$ cat src/design/mipsPkg.sv
package mipsPkg;

    localparam int defMemWords = 256; // memory depth when the top level leaves it alone

    typedef struct packed {
        logic [31:0] addr;  // byte address
        logic        write;
        logic [31:0] wdata;
    } memReqT;

    typedef struct packed {
        logic [31:0] rdata;
    } memRspT;

    typedef struct packed {
        logic [5:0] opcode;
        logic [4:0] rs;
        logic [4:0] rt;
        logic [4:0] rd;
        logic [4:0] shamt;
        logic [5:0] funct;
    } rTypeT;

    typedef struct packed {
        logic [5:0]  opcode;
        logic [4:0]  rs;
        logic [4:0]  rt;
        logic [15:0] imm;
    } iTypeT;

    typedef struct packed {
        logic [5:0]  opcode;
        logic [25:0] target; // word index within the 256MB region
    } jTypeT;

    // same 32 bits, three views by format
    typedef union packed {
        rTypeT rType;
        iTypeT iType;
        jTypeT jType;
    } instrWordU;

    typedef enum logic [2:0] {
        aluAdd,
        aluSub,
        aluAnd,
        aluOr,
        aluSlt
    } aluOpE;

    localparam logic [5:0] opRType = 6'h00;
    localparam logic [5:0] opJ     = 6'h02;
    localparam logic [5:0] opBeq   = 6'h04;
    localparam logic [5:0] opAddi  = 6'h08;
    localparam logic [5:0] opLw    = 6'h23;
    localparam logic [5:0] opSw    = 6'h2b;

    localparam logic [5:0] fnAdd = 6'h20;
    localparam logic [5:0] fnSub = 6'h22;
    localparam logic [5:0] fnAnd = 6'h24;
    localparam logic [5:0] fnOr  = 6'h25;
    localparam logic [5:0] fnSlt = 6'h2a;

endpackage
$ cat src/design/memArbiter.sv
`timescale 1ns/10ps

module memArbiter import mipsPkg::*; (
    input  logic   clk,
    input  logic   rst,
    input  memReqT hostReq,
    input  logic   hostValid,
    output logic   hostReady,
    output memRspT hostRsp,
    output logic   hostRspValid,
    input  memReqT dataReq,
    input  logic   dataValid,
    output logic   dataReady,
    output memRspT dataRsp,
    output logic   dataRspValid,
    input  memReqT fetchReq,
    input  logic   fetchValid,
    output logic   fetchReady,
    output memRspT fetchRsp,
    output logic   fetchRspValid,
    output memReqT memReq,
    output logic   memEn,
    input  memRspT memRsp
);
    logic [2:0] rspOwner; // one-hot {host, data, fetch} for the response cycle

    // host first, then data, then fetch
    assign hostReady  = hostValid;
    assign dataReady  = dataValid && !hostValid;
    assign fetchReady = fetchValid && !hostValid && !dataValid;

    assign memEn  = hostValid || dataValid || fetchValid;
    assign memReq = hostValid ? hostReq : (dataValid ? dataReq : fetchReq);

    always_ff @(posedge clk) begin
        if (rst) begin
            rspOwner <= '0;
        end else begin
            rspOwner <= {hostReady, dataReady, fetchReady};
        end
    end

    assign hostRspValid  = rspOwner[2];
    assign dataRspValid  = rspOwner[1];
    assign fetchRspValid = rspOwner[0];

    assign hostRsp  = rspOwner[2] ? memRsp : '0;
    assign dataRsp  = rspOwner[1] ? memRsp : '0;
    assign fetchRsp = rspOwner[0] ? memRsp : '0;

endmodule

$ cat config.mk
export PLATFORM = sky130hd
export DESIGN_NAME = memArbiter
export DESIGN_NICKNAME = d
export VERILOG_FILES = /design/src/design/mipsPkg.sv /design/src/design/memArbiter.sv
export SDC_FILE = /design/constraint.sdc
export NUM_CORES = 1
export LEC_CHECK = 0
export BUFFER_PORTS_ARGS = -buffer_cell sky130_fd_sc_hd__buf_2
export CORE_AREA = 2 2 155 157
export CTS_BUF_LIST = sky130_fd_sc_hd__clkbuf_16
export DETAILED_ROUTE_END_ITERATION = 8
export DIE_AREA = 0 0 157 159
export PLACE_DENSITY_LB_ADDON = 0.12
export SETUP_SLACK_MARGIN = 0.15
export SYNTH_ARGS = -nofsm -noshare
export SYNTH_HDL_FRONTEND = slang
export SYNTH_SLANG_ARGS = --single-unit
export TNS_END_PERCENT = 20
$ cat constraint.sdc
create_clock -name clk -period 0.8 [get_ports clk]
set_clock_uncertainty 0.2 [all_clocks]
set_input_delay 0 -clock clk [delete_from_list [all_inputs] [get_ports clk]]
set_output_delay 0 -clock clk [all_outputs]
set_load 0.02 [all_outputs]
# After elaboration in Yosys (flattened, before gate mapping)
# Index checks and enable logic that the tools add are counted.
# W data, S select, Z words.
# totals
inputBits	232
output_inout_bits	168
reg_bits	3
word_cells	13
# classes
n_mux	5
reduce_logical	7
# ops
operator	count
$mux W65	2
$mux W32	3
$logic_and A1 B1 Y1	3
$logic_not A1 Y1	2
$logic_or A1 B1 Y1	2

# Depth between registers and ports, before layout
# logic_depth
ltp_word	3
mapped_depth	5
depth_no_buf	2

# Least setup slack after synthesis
# No wires, ideal clock.
# synth_timing
kind	reg-to-output
from	register rspOwner[2]
to	output hostRsp[31] in the netlist's numbering
t_required_ns	0.600
path_slack_ns	-0.352
path_buffers	1
path_stages_with_launch	3
t_arrival_ns	0.952
path_cell_list	dfxtp_1 -> clkbuf_1 -> and2_1
# synth_rtl
item	line	rtl
start: declaration	memArbiter.sv:25	logic [2:0] rspOwner;
start signal: assignment	memArbiter.sv:39	rspOwner <= {hostReady, dataReady, fetchReady};
end: declaration	memArbiter.sv:9	output memRspT hostRsp,

==> summary.md <==
| Metric | Value |
|---|---|
| Post-synth cell types | `15` |
| Post-DRT Antenna Nets | `0` |
| Count of warnings emitted by yosys | `0` |
| WP buf/inv | `2` |
| Crit share post-route | `158%` |
| Pre-CTS setup slack | `-0.331 ns` |
| Top flop regs | `rspOwner (3)` |
| Max-slew violation count | `0` |
| Avg Inst Size Synth | `6.46 µm²` |
| Seq/Total Area, Yosys | `2.79%` |
| DP Wirelength | `11800 µm` |
| Final WL | `14100 µm` |
| Compound-gate portion of the synthesized area | `15.1%` |
| Share of cells above drive strength 1 | `77.0%` |
| Synth top area share | `30.2%` |
| Core area | `0.0232 mm²` |
| Largest net degree at the start of global routing | `24` |
| Initial DRC Count | `116` |
| Critical path arrival | `1.07 ns` |
| Synth Cell Area | `0.00215 mm²` |
| Vias in the first global route | `3704` |
| Crit end category | `output port` |
| Ranking of synthesized cells by area | `mux2i_1 (30%), and2_1 (28%), nand2_1 (11%)` |
| Crit-path cells | `buf_12 -> and2_2 -> buf_2` |
| Antenna violations before repair | `0` |
| Chip width | `157 µm` |
| Top-Level Pins | `400` |
| Asr flop ratio synth | `0%` |
| Least-Margin Pin Slew | `0.291 ns` |
| Worst setup SP type | `flip-flop` |
| Post-synth EDFFs | `0` |
| WHS | `-0.225 ns` |
| Number of flip-flops in the largest register | `3` |
| NumNets Final | `969` |
| Tot GR Track Use | `9.72%` |
| Critical Path Max Stage Delay | `0.35 ns` |
| Combinational family with the most area after synthesis | `simple AND/OR/NAND/NOR gates` |
| Violated checks | `hold timing, setup timing` |
| Top post-synthesis cells by count | `and2_1 (96), mux2i_1 (65), nand2_1 (65)` |
| Vias per Instance | `3.60` |
| Hold_sp | `rst` |
| Critical path type | `reg -> out` |
| # DRC | `0` |
| Crit-path max FO | `22` |
| Gpl congestion | `0.746` |
| Chip height | `159 µm` |
| Clock transition at path regs | `0.03 ns` |
| Critical path required time | `0.60 ns` |
| Clock Tree Root | `clkbuf_16` |
| ANT cells | `0` |
| Fmax achieved | `790 MHz` |
| Final Critical Period | `1.27 ns` |
| Mux contribution to synthesized area | `30.2%` |
| First-pass GRT wire length | `19200 µm` |
| Via count | `3796` |
| Most frequent cell after synthesis | `and2_1` |
| XOR/XNOR share of the synthesized area | `0%` |
| Area added between synthesis and finish | `174%` |
| Clock Tree Buf Depth | `2` |
| Hold crit path type | `in -> reg` |
| Final hold vios | `3` |
| Wire length per cell | `13.3 µm` |
| Drt pass-1 iters | `4` |
| Max-cap violations | `0` |
| Synth Flop Type | `dfxtp_1` |
| Synth Area in Simple Gates | `41.3%` |
| CTS tree | `yes` |
| CP top delay family | `flip-flops` |
| Power per cell area | `680 mW/mm²` |
| Fillers | `2533` |
| Port Buf Inserts | `399` |
| Crit. Startpoint | `rspOwner[2]` |
| Register with the most flip-flops | `rspOwner` |
| H-tree Lvls | `1` |
| Fin worst setup slack | `-0.466 ns` |
| CTS buffer count | `3` |
| Global route overflow | `0` |
| Seq cells post-synth | `3` |
| Worst vdd ir | `0.442 mV` |
| WHS Path Cells | `2` |
| Mapped Cells | `333` |
| Status | `complete, but fails checks` |
| Worst Hold Path EP | `rspOwner[0]` |
| Clock Sinks | `3` |
| Unrepaired setup endpoints after global routing | `yes` |
| Starting Density | `9.28%` |
| FP Rows | `56` |
| # setup viols final | `167` |
| Headroom to the max-slew limit | `80.1%` |
| Leakage power | `0.00320 µW` |
| Adder-cell share of the synthesized area | `0%` |
| Dominant cell type by area after synthesis | `mux2i_1` |
| Syn_nets | `565` |
| Die ar. | `0.0250 mm²` |
| Slowest cell on crit path | `dfxtp_4` |
| Post-layout util | `25.4%` |
-- metal layers --
layer | GRT usage [%] | wire [µm]
met2 | 20.8 | 7890
met1 | 9.40 | 4730
met5 | 0 | 0
met3 | 1.91 | 1300
met4 | 1.29 | 127
-- placed cells by master, fill, tap and decap left out --
| cell | count |
|---|---|
| and2_4 | 71 |
| inv_1 | 1 |
| buf_12 | 13 |
| nand2_2 | 2 |
| dfxtp_4 | 3 |
| buf_2 | 289 |
| mux2i_1 | 60 |
| nor2b_1 | 2 |
| buf_6 | 101 |
| o21ai_1 | 38 |
| nor2b_2 | 1 |
| and2_2 | 21 |
| mux2i_2 | 5 |
| buf_4 | 24 |
| clkbuf_16 | 6 |
| o21ai_2 | 27 |
| buf_8 | 2 |
| nor3b_4 | 1 |
| and2_1 | 4 |
| or3_1 | 1 |
| nor2b_4 | 1 |
| nand2_1 | 63 |
-- cell type report --
class                   count  area, µm²  share of cell area [%]
repair buffers            432       3130                    53.1
multi-input cells         297       2210                    37.5
well taps                 319        399                    6.78
clock buffers               3       75.1                    1.27
flip-flops and latches      3       71.3                    1.21
clock inverters             1       3.75                  0.0637
-- worst max-delay path by stage --
stage / end / depth (start not counted) / slack, ns
6_report: hostRsp[5] / 3 / -0.47
2_1_floorplan: rspOwner[0] / 4 / -0.18
4_1_cts: hostRsp[9] / 3 / -0.48
3_5_place_dp: memReq[9] / 5 / -0.33
5_1_grt: hostRsp[6] / 3 / -0.49
3_3_place_gp: memReq[15] / 5 / -0.30
-- cells by family after synthesis --
family,Yosys count
AND/OR/NAND/NOR,167
AO/OA/AOI/OAI,65
multiplexers,65
buffers and inverters,33
flip-flops,3
-- per-stage QoR --
step	hold WS, ns	instances	power, µW	area [µm²]	setup TNS, ns
2_1_floorplan	-0.138	333	1680	2490	-20.56
3_3_place_gp	-0.00982	1048	2940	4960	-38.61
3_5_place_dp	-0.000282	1048	2920	4960	-39.51
4_1_cts	-0.221	1052	3950	5660	-51.61
5_1_grt	-0.215	1055	4280	5890	-57.76
6_report	-0.225	1055	4000	5890	-50.89
-- repair_timing --
action | CTS | global route
gates resized for setup | 209 | 58
endpoints found under the setup margin | 170 | 170
cloned | 0 | 3
buffers inserted | 0 | 0
hold endpoints to repair | 3 | 3
pin swaps | 8 | 1
-- report_power, final --
part,leakage [µW],total (µW),switching (µW),internal [µW]
clock,0.0000423,771,128,644
sequential,0.0000267,165,13.1,152
combinational,0.00313,3070,1530,1540
Note: power is estimated with default switching activity, not from simulation.
