<file path="config.mk">
export PLATFORM = sky130hd
export DESIGN_NAME = mipsCore
export DESIGN_NICKNAME = d
export VERILOG_FILES = /design/src/design/mipsPkg.sv /design/src/design/mipsCore.sv /design/src/design/alu.sv /design/src/design/regFile.sv /design/src/design/controlUnit.sv /design/src/design/fetchUnit.sv
export SDC_FILE = /design/constraint.sdc
export NUM_CORES = 2
export LEC_CHECK = 0
export CORE_AREA = 5 5 371 373
export DETAILED_ROUTE_END_ITERATION = 16
export DIE_AREA = 0 0 376 378
export DONT_BUFFER_PORTS = 1
export SLEW_MARGIN = 20
export SYNTH_ARGS = -nofsm -noshare
export SYNTH_HDL_FRONTEND = slang
export SYNTH_SLANG_ARGS = --single-unit
</file>
<file path="constraint.sdc">
create_clock -name clk -period 9.6 [get_ports clk]
set_input_delay 0.48 -clock clk [delete_from_list [all_inputs] [get_ports clk]]
set_output_delay 0.48 -clock clk [all_outputs]
set_load 0.1 [all_outputs]
</file>
<file path="src/design/mipsPkg.sv">
package mipsPkg;

    localparam int defMemWords = 256; // memory depth when the top level leaves it alone

    typedef struct packed {
        logic [31:0] addr;  // byte address
        logic        write;
        logic [31:0] wdata;
    } memReqT;

    typedef struct packed {
        logic [31:0] rdata;
    } memRspT;

    typedef struct packed {
        logic [5:0] opcode;
        logic [4:0] rs;
        logic [4:0] rt;
        logic [4:0] rd;
        logic [4:0] shamt;
        logic [5:0] funct;
    } rTypeT;

    typedef struct packed {
        logic [5:0]  opcode;
        logic [4:0]  rs;
        logic [4:0]  rt;
        logic [15:0] imm;
    } iTypeT;

    typedef struct packed {
        logic [5:0]  opcode;
        logic [25:0] target; // word index within the 256MB region
    } jTypeT;

    // same 32 bits, three views by format
    typedef union packed {
        rTypeT rType;
        iTypeT iType;
        jTypeT jType;
    } instrWordU;

    typedef enum logic [2:0] {
        aluAdd,
        aluSub,
        aluAnd,
        aluOr,
        aluSlt
    } aluOpE;

    localparam logic [5:0] opRType = 6'h00;
    localparam logic [5:0] opJ     = 6'h02;
    localparam logic [5:0] opBeq   = 6'h04;
    localparam logic [5:0] opAddi  = 6'h08;
    localparam logic [5:0] opLw    = 6'h23;
    localparam logic [5:0] opSw    = 6'h2b;

    localparam logic [5:0] fnAdd = 6'h20;
    localparam logic [5:0] fnSub = 6'h22;
    localparam logic [5:0] fnAnd = 6'h24;
    localparam logic [5:0] fnOr  = 6'h25;
    localparam logic [5:0] fnSlt = 6'h2a;

endpackage
</file>
<file path="src/design/mipsCore.sv">
`timescale 1ns/10ps

module mipsCore import mipsPkg::*; (
    input  logic        clk,
    input  logic        rst,
    input  logic        run,
    output memReqT      fetchReq,
    output logic        fetchValid,
    input  logic        fetchReady,
    input  memRspT      fetchRsp,
    input  logic        fetchRspValid,
    output memReqT      dataReq,
    output logic        dataValid,
    input  logic        dataReady,
    input  memRspT      dataRsp,
    input  logic        dataRspValid,
    output logic [31:0] pc,
    output instrWordU   instr,
    output logic        retire
);
    localparam logic [1:0] stIdle    = 2'd0;
    localparam logic [1:0] stMemReq  = 2'd1;
    localparam logic [1:0] stMemWait = 2'd2;
    localparam logic [1:0] stExec    = 2'd3;

    logic [1:0]  state;
    logic        instrValid;
    logic [31:0] nextPc;
    logic        regWrite, aluSrc, memToReg, branch, memWrite, memRead, jump, regDst;
    aluOpE       aluOp;
    logic [31:0] readData1, readData2, writeData;
    logic [31:0] aluB, aluResult, loadData;
    logic        aluZero;
    logic [4:0]  destReg;
    logic [31:0] signImm, pcPlus4, branchTarget, jumpTarget;

    fetchUnit fetchUnit_inst (
        .clk(clk), .rst(rst), .run(run),
        .fetchReq(fetchReq), .fetchValid(fetchValid), .fetchReady(fetchReady),
        .fetchRsp(fetchRsp), .fetchRspValid(fetchRspValid),
        .advance(retire), .nextPc(nextPc),
        .pc(pc), .instr(instr), .instrValid(instrValid)
    );

    controlUnit controlUnit_inst (
        .instr(instr), .regWrite(regWrite), .aluSrc(aluSrc), .memToReg(memToReg),
        .branch(branch), .memWrite(memWrite), .memRead(memRead), .jump(jump),
        .regDst(regDst), .aluOp(aluOp)
    );

    assign destReg   = regDst ? instr.rType.rd : instr.rType.rt;
    assign writeData = memToReg ? loadData : aluResult;

    regFile regFile_inst (
        .clk(clk),
        .readAddr1(instr.rType.rs), .readAddr2(instr.rType.rt),
        .writeAddr(destReg), .writeData(writeData),
        .writeEn(retire && regWrite), // only on the retire cycle
        .readData1(readData1), .readData2(readData2)
    );

    assign signImm = {{16{instr.iType.imm[15]}}, instr.iType.imm};
    assign aluB    = aluSrc ? signImm : readData2;

    alu alu_inst (
        .op(aluOp), .a(readData1), .b(aluB), .result(aluResult), .zero(aluZero)
    );

    // next pc selection
    assign pcPlus4      = pc + 32'd4;
    assign branchTarget = pcPlus4 + {signImm[29:0], 2'b00};
    assign jumpTarget   = {pcPlus4[31:28], instr.jType.target, 2'b00};
    assign nextPc       = jump ? jumpTarget : ((branch && aluZero) ? branchTarget : pcPlus4);

    // operands stay put while waiting, nothing writes the regfile meanwhile
    assign dataReq.addr  = aluResult;
    assign dataReq.write = memWrite;
    assign dataReq.wdata = readData2;
    assign dataValid     = (state == stMemReq);

    assign retire = (state == stExec) && run;

    always_ff @(posedge clk) begin
        if (rst) begin
            state <= stIdle;
        end else begin
            case (state)
                stIdle: begin
                    if (instrValid && run) begin
                        state <= (memRead || memWrite) ? stMemReq : stExec;
                    end
                end
                stMemReq:  if (dataReady) state <= stMemWait;
                stMemWait: if (dataRspValid) state <= stExec; // sw response also lands here
                stExec:    if (run) state <= stIdle;
                default:   state <= stIdle;
            endcase
        end
    end

    always_ff @(posedge clk) begin
        if (dataRspValid) begin
            loadData <= dataRsp.rdata;
        end
    end

endmodule

</file>
<file path="src/design/alu.sv">
`timescale 1ns/10ps

module alu import mipsPkg::*; (
    input  aluOpE       op,
    input  logic [31:0] a,
    input  logic [31:0] b,
    output logic [31:0] result,
    output logic        zero
);

    always_comb begin
        case (op)
            aluAdd:  result = a + b;
            aluSub:  result = a - b;
            aluAnd:  result = a & b;
            aluOr:   result = a | b;
            aluSlt:  result = ($signed(a) < $signed(b)) ? 32'd1 : 32'd0; // signed compare
            default: result = '0;
        endcase
    end

    assign zero = (result == 32'd0); // beq looks at this after sub

endmodule

</file>
<file path="src/design/regFile.sv">
`timescale 1ns/10ps

module regFile (
    input  logic        clk,
    input  logic [4:0]  readAddr1,
    input  logic [4:0]  readAddr2,
    input  logic [4:0]  writeAddr,
    input  logic [31:0] writeData,
    input  logic        writeEn,
    output logic [31:0] readData1,
    output logic [31:0] readData2
);
    logic [31:0] regs [32];

    always_ff @(posedge clk) begin
        if (writeEn && (writeAddr != 5'd0)) begin
            regs[writeAddr] <= writeData; // $zero is never stored
        end
    end

    // $zero is hardwired on the read side
    assign readData1 = (readAddr1 == 5'd0) ? 32'd0 : regs[readAddr1];
    assign readData2 = (readAddr2 == 5'd0) ? 32'd0 : regs[readAddr2];

endmodule

</file>
<file path="src/design/controlUnit.sv">
`timescale 1ns/10ps

module controlUnit import mipsPkg::*; (
    input  instrWordU instr,
    output logic      regWrite,
    output logic      aluSrc,
    output logic      memToReg,
    output logic      branch,
    output logic      memWrite,
    output logic      memRead,
    output logic      jump,
    output logic      regDst,
    output aluOpE     aluOp
);

    always_comb begin
        regWrite = 1'b0;
        aluSrc   = 1'b0;
        memToReg = 1'b0;
        branch   = 1'b0;
        memWrite = 1'b0;
        memRead  = 1'b0;
        jump     = 1'b0;
        regDst   = 1'b0;
        aluOp    = aluAdd;

        case (instr.rType.opcode)
            opRType: begin
                regWrite = 1'b1;
                regDst   = 1'b1; // rd is the destination
                case (instr.rType.funct)
                    fnAdd:   aluOp = aluAdd;
                    fnSub:   aluOp = aluSub;
                    fnAnd:   aluOp = aluAnd;
                    fnOr:    aluOp = aluOr;
                    fnSlt:   aluOp = aluSlt;
                    default: begin
                        regWrite = 1'b0; // unknown funct retires as a no-op
                        regDst   = 1'b0;
                    end
                endcase
            end
            opAddi: begin
                regWrite = 1'b1;
                aluSrc   = 1'b1;
            end
            opLw: begin
                regWrite = 1'b1;
                aluSrc   = 1'b1;
                memToReg = 1'b1;
                memRead  = 1'b1;
            end
            opSw: begin
                aluSrc   = 1'b1;
                memWrite = 1'b1;
            end
            opBeq: begin
                branch = 1'b1;
                aluOp  = aluSub; // equal when the difference is zero
            end
            opJ:     jump = 1'b1;
            default: ;
        endcase
    end

endmodule

</file>
<file path="src/design/fetchUnit.sv">
`timescale 1ns/10ps

module fetchUnit import mipsPkg::*; (
    input  logic        clk,
    input  logic        rst,
    input  logic        run,
    output memReqT      fetchReq,
    output logic        fetchValid,
    input  logic        fetchReady,
    input  memRspT      fetchRsp,
    input  logic        fetchRspValid,
    input  logic        advance,
    input  logic [31:0] nextPc,
    output logic [31:0] pc,
    output instrWordU   instr,
    output logic        instrValid
);
    logic waitRsp; // granted, read data lands next cycle

    assign fetchReq.addr  = pc;
    assign fetchReq.write = 1'b0;
    assign fetchReq.wdata = '0;

    always_ff @(posedge clk) begin
        if (rst) begin
            pc         <= '0;
            fetchValid <= 1'b0;
            waitRsp    <= 1'b0;
            instrValid <= 1'b0;
        end else begin
            if (fetchValid && fetchReady) begin
                fetchValid <= 1'b0;
                waitRsp    <= 1'b1;
            end else if (run && !fetchValid && !waitRsp && !instrValid) begin
                fetchValid <= 1'b1; // new fetch only with the hold register empty
            end
            if (fetchRspValid) begin
                waitRsp    <= 1'b0;
                instrValid <= 1'b1;
            end
            if (advance) begin
                pc         <= nextPc;
                instrValid <= 1'b0;
            end
        end
    end

    always_ff @(posedge clk) begin
        if (fetchRspValid) begin
            instr <= fetchRsp.rdata; // hold until the core retires it
        end
    end

endmodule

</file>
# --- Word level (Yosys, flattened, before mapping) ---
# Memory sizes are Yosys's and may differ from the RTL's. A register that Yosys moved wholly into a read port is not among the register bits.
# Cells that the tools add are included.
op_classes:
  n_reduce_logical: 27
  n_addsub: 4
  muxes: 29
  n_lt_le_gt_ge: 1
  n_bitwise: 2
  eq_ne: 21
op_table:
  columns: ["op", "count"]
  rows:
  - ["$mux 32", 6]
  - ["$pmux 32 s5", 1]
  - ["$add 32x32->32", 2]
  - ["$eq 6x6->1 const B", 7]
  - ["$add 32x3->32 const B", 1]
  - ["$and 32x32->32", 1]
  - ["$logic_not 32->1", 1]
  - ["$lt 32x32->1", 1]
  - ["$or 32x32->32", 1]
  - ["$sub 32x32->32", 1]
  - ["$mux 5", 3]
  - ["$pmux 3 s4", 1]
  - ["$logic_not 5->1", 2]
  - ["$mux 1", 10]
  - ["$mux 2", 5]
  - ["$logic_and 1x1->1", 9]
  - ["$pmux 2 s4", 1]
  - ["$reduce_or 2->1", 4]
  - ["$eq 3x2->1 const B", 2]
  - ["$eq 6x2->1 const B", 1]
  - ["$eq 6x3->1 const B", 1]
  - ["$eq 6x4->1 const B", 1]
  - ["$logic_not 6->1", 1]
  - ["$ne 2x2->1 const B", 3]
  - ["15 further kinds", 18]
totals:
  out_inout_bits: 197
  wordCells: 92
  memories: 1
  reg_bits: 101
  ramBits: 1024
mem_list:
  columns: ["memory", "words", "word_bits", "read_ports", "rd_ports_with_merged_regs", "write_ports", "line", "source"]
  rows:
  - ["regFile_inst.regs", 32, 32, 2, 2, 1, "regFile.sv:13", "logic [31:0] regs [32];"]

# --- Depth between registers and ports, before layout ---
depth:
  word_depth: 11
  depth_mapped: 26
  depth_no_buf: 22

# --- Cells and area by module ---
# From an unflattened synthesis, not the netlist that was laid out.
hier_totals:
  cells_unflattened: 4190
  area_unflattened_um2: 60979.7
by_module_without_submodules:
  columns: ["mod", "cells_per_inst", "instances", "area_per_inst_um2"]
  rows:
  - ["regFile", 2564, 1, 47929.7]
  - ["alu", 804, 1, 5228.8]
  - ["mipsCore", 577, 1, 4868.4]
  - ["fetchUnit", 212, 1, 2697.6]
  - ["controlUnit", 33, 1, 255.2]

# --- Worst setup path after synthesis ---
# No wires, ideal clock.
synth_path:
  kind: "reg-to-reg"
  startpoint: "register with a tool-made name"
  endpoint: "register fetchUnit_inst.pc[31]"
  required_time_ns: 9.477
  path_slack_ns: 0.665
  arrival_ns: 8.811
  path_stages_with_launch: 24
  path_buffers: 4
  cell_sequence: "dfxtp_1 -> clkbuf_1 -> buf_1 -> buf_1 -> mux4_2 -> mux4_2 -> mux2i_1 -> nor2_1 -> mux2i_1 -> ha_1 -> nor2b_1 -> o211a_1 -> a211oi_1 -> o21bai_1 -> o221a_2 -> o21ai_0 -> nor4_1 -> nand3_1 -> or4_1 -> nor4_1 -> clkbuf_1 -> nand3_1 -> mux2i_1 -> mux2_1"
synth_rtl:
  columns: ["element", "line", "source"]
  rows:
  - ["end signal: assignment", "fetchUnit.sv:42", "pc <= nextPc;"]
  - ["end: declaration", "fetchUnit.sv:14", "output logic [31:0] pc,"]

==> results_dict.tcl <==
set metrics [dict create \
    n_fill_cell 11000 \
    synth_largest_area_cell "edfxtp_1" \
    ys_seq_elements 1133 \
    synth-seq-area-share_pct 56.2 \
    p_total_mw 17.3 \
    cp_max_fo 37 \
    setup_viol 0 \
    cp_data_required_time_ns 10.16 \
    viasPerCell 6.52 \
    synth_top_cell_area_share_pct 54.7 \
    synthFlopType "edfxtp_1" \
    netlist_top_cells_area "edfxtp_1, mux4_2, ha_1" \
    numCtsBuffers 115 \
    grt_max_degree 62 \
    fin_skew_ns 0.0308 \
    grt_first_pass_wirelength_mm 269 \
    routed_wl_mm 191 \
    finalWorstSetupSlack_ns 0.823 \
    worst_pin_slew_ns 1.21 \
    finalCritPeriodShare_pct 91.4 \
    n_antenna_cell 0 \
    cts_resized 0 \
    nets 4053 \
    postCtsSetupRepairBufs 0 \
    num_rows 135 \
    syn_inst 3665 \
    min-delay-path-class "in -> reg" \
    syn2layout_area_growth_pct 13.6 \
    grt_antenna_before_repair 1 \
    netlist_area_um2 59700 \
    peakVddDrop_uv 189 \
    die_w_um 376 \
    grt-ovfl-total 0 \
    max_freq_mhz 114 \
    h-tree-depth 3 \
    clock-sinks 1133 \
    drv_slew 0 \
    io_buffers 0 \
    design_area_um2 67800 \
    rsz0062_at_grt "false" \
    arrival_ns 9.33 \
    core_um2 134000 \
    vias 37300 \
    drtAntennaViolNets 0 \
    ys_async_sr_fraction_pct 0 \
    pre_cts_slack_ns 0.825 \
    gp_congestion 0.959 \
    die_area_um2 142000 \
    synth_area_per_cell_um2 16.3 \
    placed_area_um2 63300 \
    drt_iter0_drc 4194 \
    max-clock-path-buffers 3 \
    maxCapViolCount 0 \
    drtPass1Iterations 5 \
    root_buffer "clkbuf_16" \
    synth-edff-count 1088 \
    leakage_nw 22.6 \
    drive_gt1_share_pct 31.7 \
    clk_pin_slew_ns 0.06 \
    path_class "reg -> reg" \
    min_period_ns 8.78 \
    ys_top_cells_by_count "edfxtp_1, mux4_2, nor2_1" \
    end_kind "register" \
    initial_utilization_pct 44.5 \
    insertion_delay_ns 0.75 \
    cts_tree "built" \
    fin_tns_setup_ns 0 \
    yosys_warnings 0 \
    maxSlewHeadroom_pct 19.6 \
    run_status "complete, no violations" \
    drc_errors 0 \
    dpl.hpwl_mm 113 \
    utilization_pct 50.5 \
    start_kind "register" \
    wl_per_cell_um 33.3 \
    synth_cell_types 97 \
    power_density_nw_per_um2 255 \
    pin_count 268 \
    final_hold_viol_count 0 \
    grt_use_total_pct 26.4 \
    die_h_um 378 \
    synth_most_common_cell "edfxtp_1" \
    grt_pass1_vias 36700 \
]
## placed cells by master (no fill, tap or decap), types with 17 or more instances in the layout
cell type,instances
mux4_2,640
mux2_2,17
dlygate4sd3_1,66
nor2_4,38
nor3_1,34
o21a_1,18
nor2b_1,27
a21o_1,33
ha_1,136
xnor2_1,51
clkinv_2,27
a21oi_1,147
o21ai_0,77
nor2_2,46
nand3_1,36
nor2_1,176
mux2i_1,63
edfxtp_1,1088
clkbuf_16,116
dfxtp_2,30
nand2_1,153
conb_1,69
a211oi_1,22
o211ai_1,23
inv_1,116
nand2b_1,54
and3_1,17
buf_4,202
clkinv_1,22
## per-layer routing
| layer | vias to the layer above | global-route usage (%) | part of all wire (%) |
|---|---|---|---|
| li1 | 15200 | - | - |
| met1 | 19700 | 35.4 | 38 |
| met2 | 2059 | 43.4 | 48 |
| met3 | 335 | 5.45 | 9.8 |
| met4 | 0 | 9.11 | 3.7 |
| met5 | - | 0 | 0 |
## cells by family (layout without fill, tap and decap cells)
kind of cell               count (synthesis)  after routing  synth area share (%)
buffers and inverters                    416            618                  3.10
and+or+nand+nor                          673            673                  5.36
AOI/OAI and AO/OA                        516            516                  5.84
adders and majority gates                139            139                  2.95
other                                      1             69               0.00628
muxes                                    721            721                  25.5
xor gates and xnor gates                  66             66                 0.968
DFF                                     1133           1133                  56.2
## power breakdown
part	leakage, nW	internal (mW)	total (mW)	switching (mW)
sequential	10.2	6.63	6.83	0.203
combinational	10.6	1.67	5.96	4.29
clock	1.82	2.51	4.48	1.97
## final cells by class
type	count	area (um^2)	area share, %
sequential	1133	33600	49.6
inverter	119	447	0.659
clock inverter	75	711	1.05
tap	1781	2230	3.29
multi-input combinational	2184	25100	37.0
timing repair buffer	290	2660	3.92
clock buffer	134	3000	4.42
## worst max-delay path: stages, from the launching register on
cell,delay [ns]
dfxtp_4,0.66
buf_12,0.32
buf_4,0.55
mux4_2,0.40
mux4_2,0.47
mux2i_1,0.52
nor2_2,0.04
buf_4,0.27
a21oi_1,0.31
ha_1,0.41
or2_2,0.38
nor2_1,0.19
nand2_1,0.09
a211oi_1,0.36
or2_1,0.22
mux2i_1,0.20
o211ai_1,0.23
or4_1,0.56
or4_1,0.51
or4_1,0.83
nor2_4,0.44
buf_12,0.21
mux2i_1,0.23
a211oi_1,0.09
## through the flow
step | std cells | hold slack, ns
after floorplan | 3733 | 0.464
after global placement | 5437 | 0.502
after detailed placement | 5437 | 0.502
after CTS | 5714 | 0.0139
after global routing | 5716 | 0.0625
final | 5716 | 0.0613
## sequential cells by signal, summed over array words and instances (netlist names), named ones only
name                       cells
fetchUnit_inst.instrValid      1
state                          2
fetchUnit_inst.pc             30
regFile_inst.regs           1024
fetchUnit_inst.fetchValid      1
fetchUnit_inst.instr          32
fetchUnit_inst.waitRsp         1
loadData                      32
## path summary, 6_finish.rpt
kind,slack [ns],to,depth (start not counted),start
worst max-delay path,0.82,fetchUnit_inst.pc[17],23,register
worst min-delay path,0.06,fetchUnit_inst.fetchValid,3,run
worst max register to register,0.82,fetchUnit_inst.pc[17],23,register
worst min register to register,0.52,fetchUnit_inst.waitRsp,2,fetchUnit_inst.waitRsp
## timing repair
action,in CTS,in global routing
hold endpoints to repair,159,0
hold buffers,68,0
endpoints found under the setup margin,0,0
Note: power is estimated with default switching activity, not from simulation.
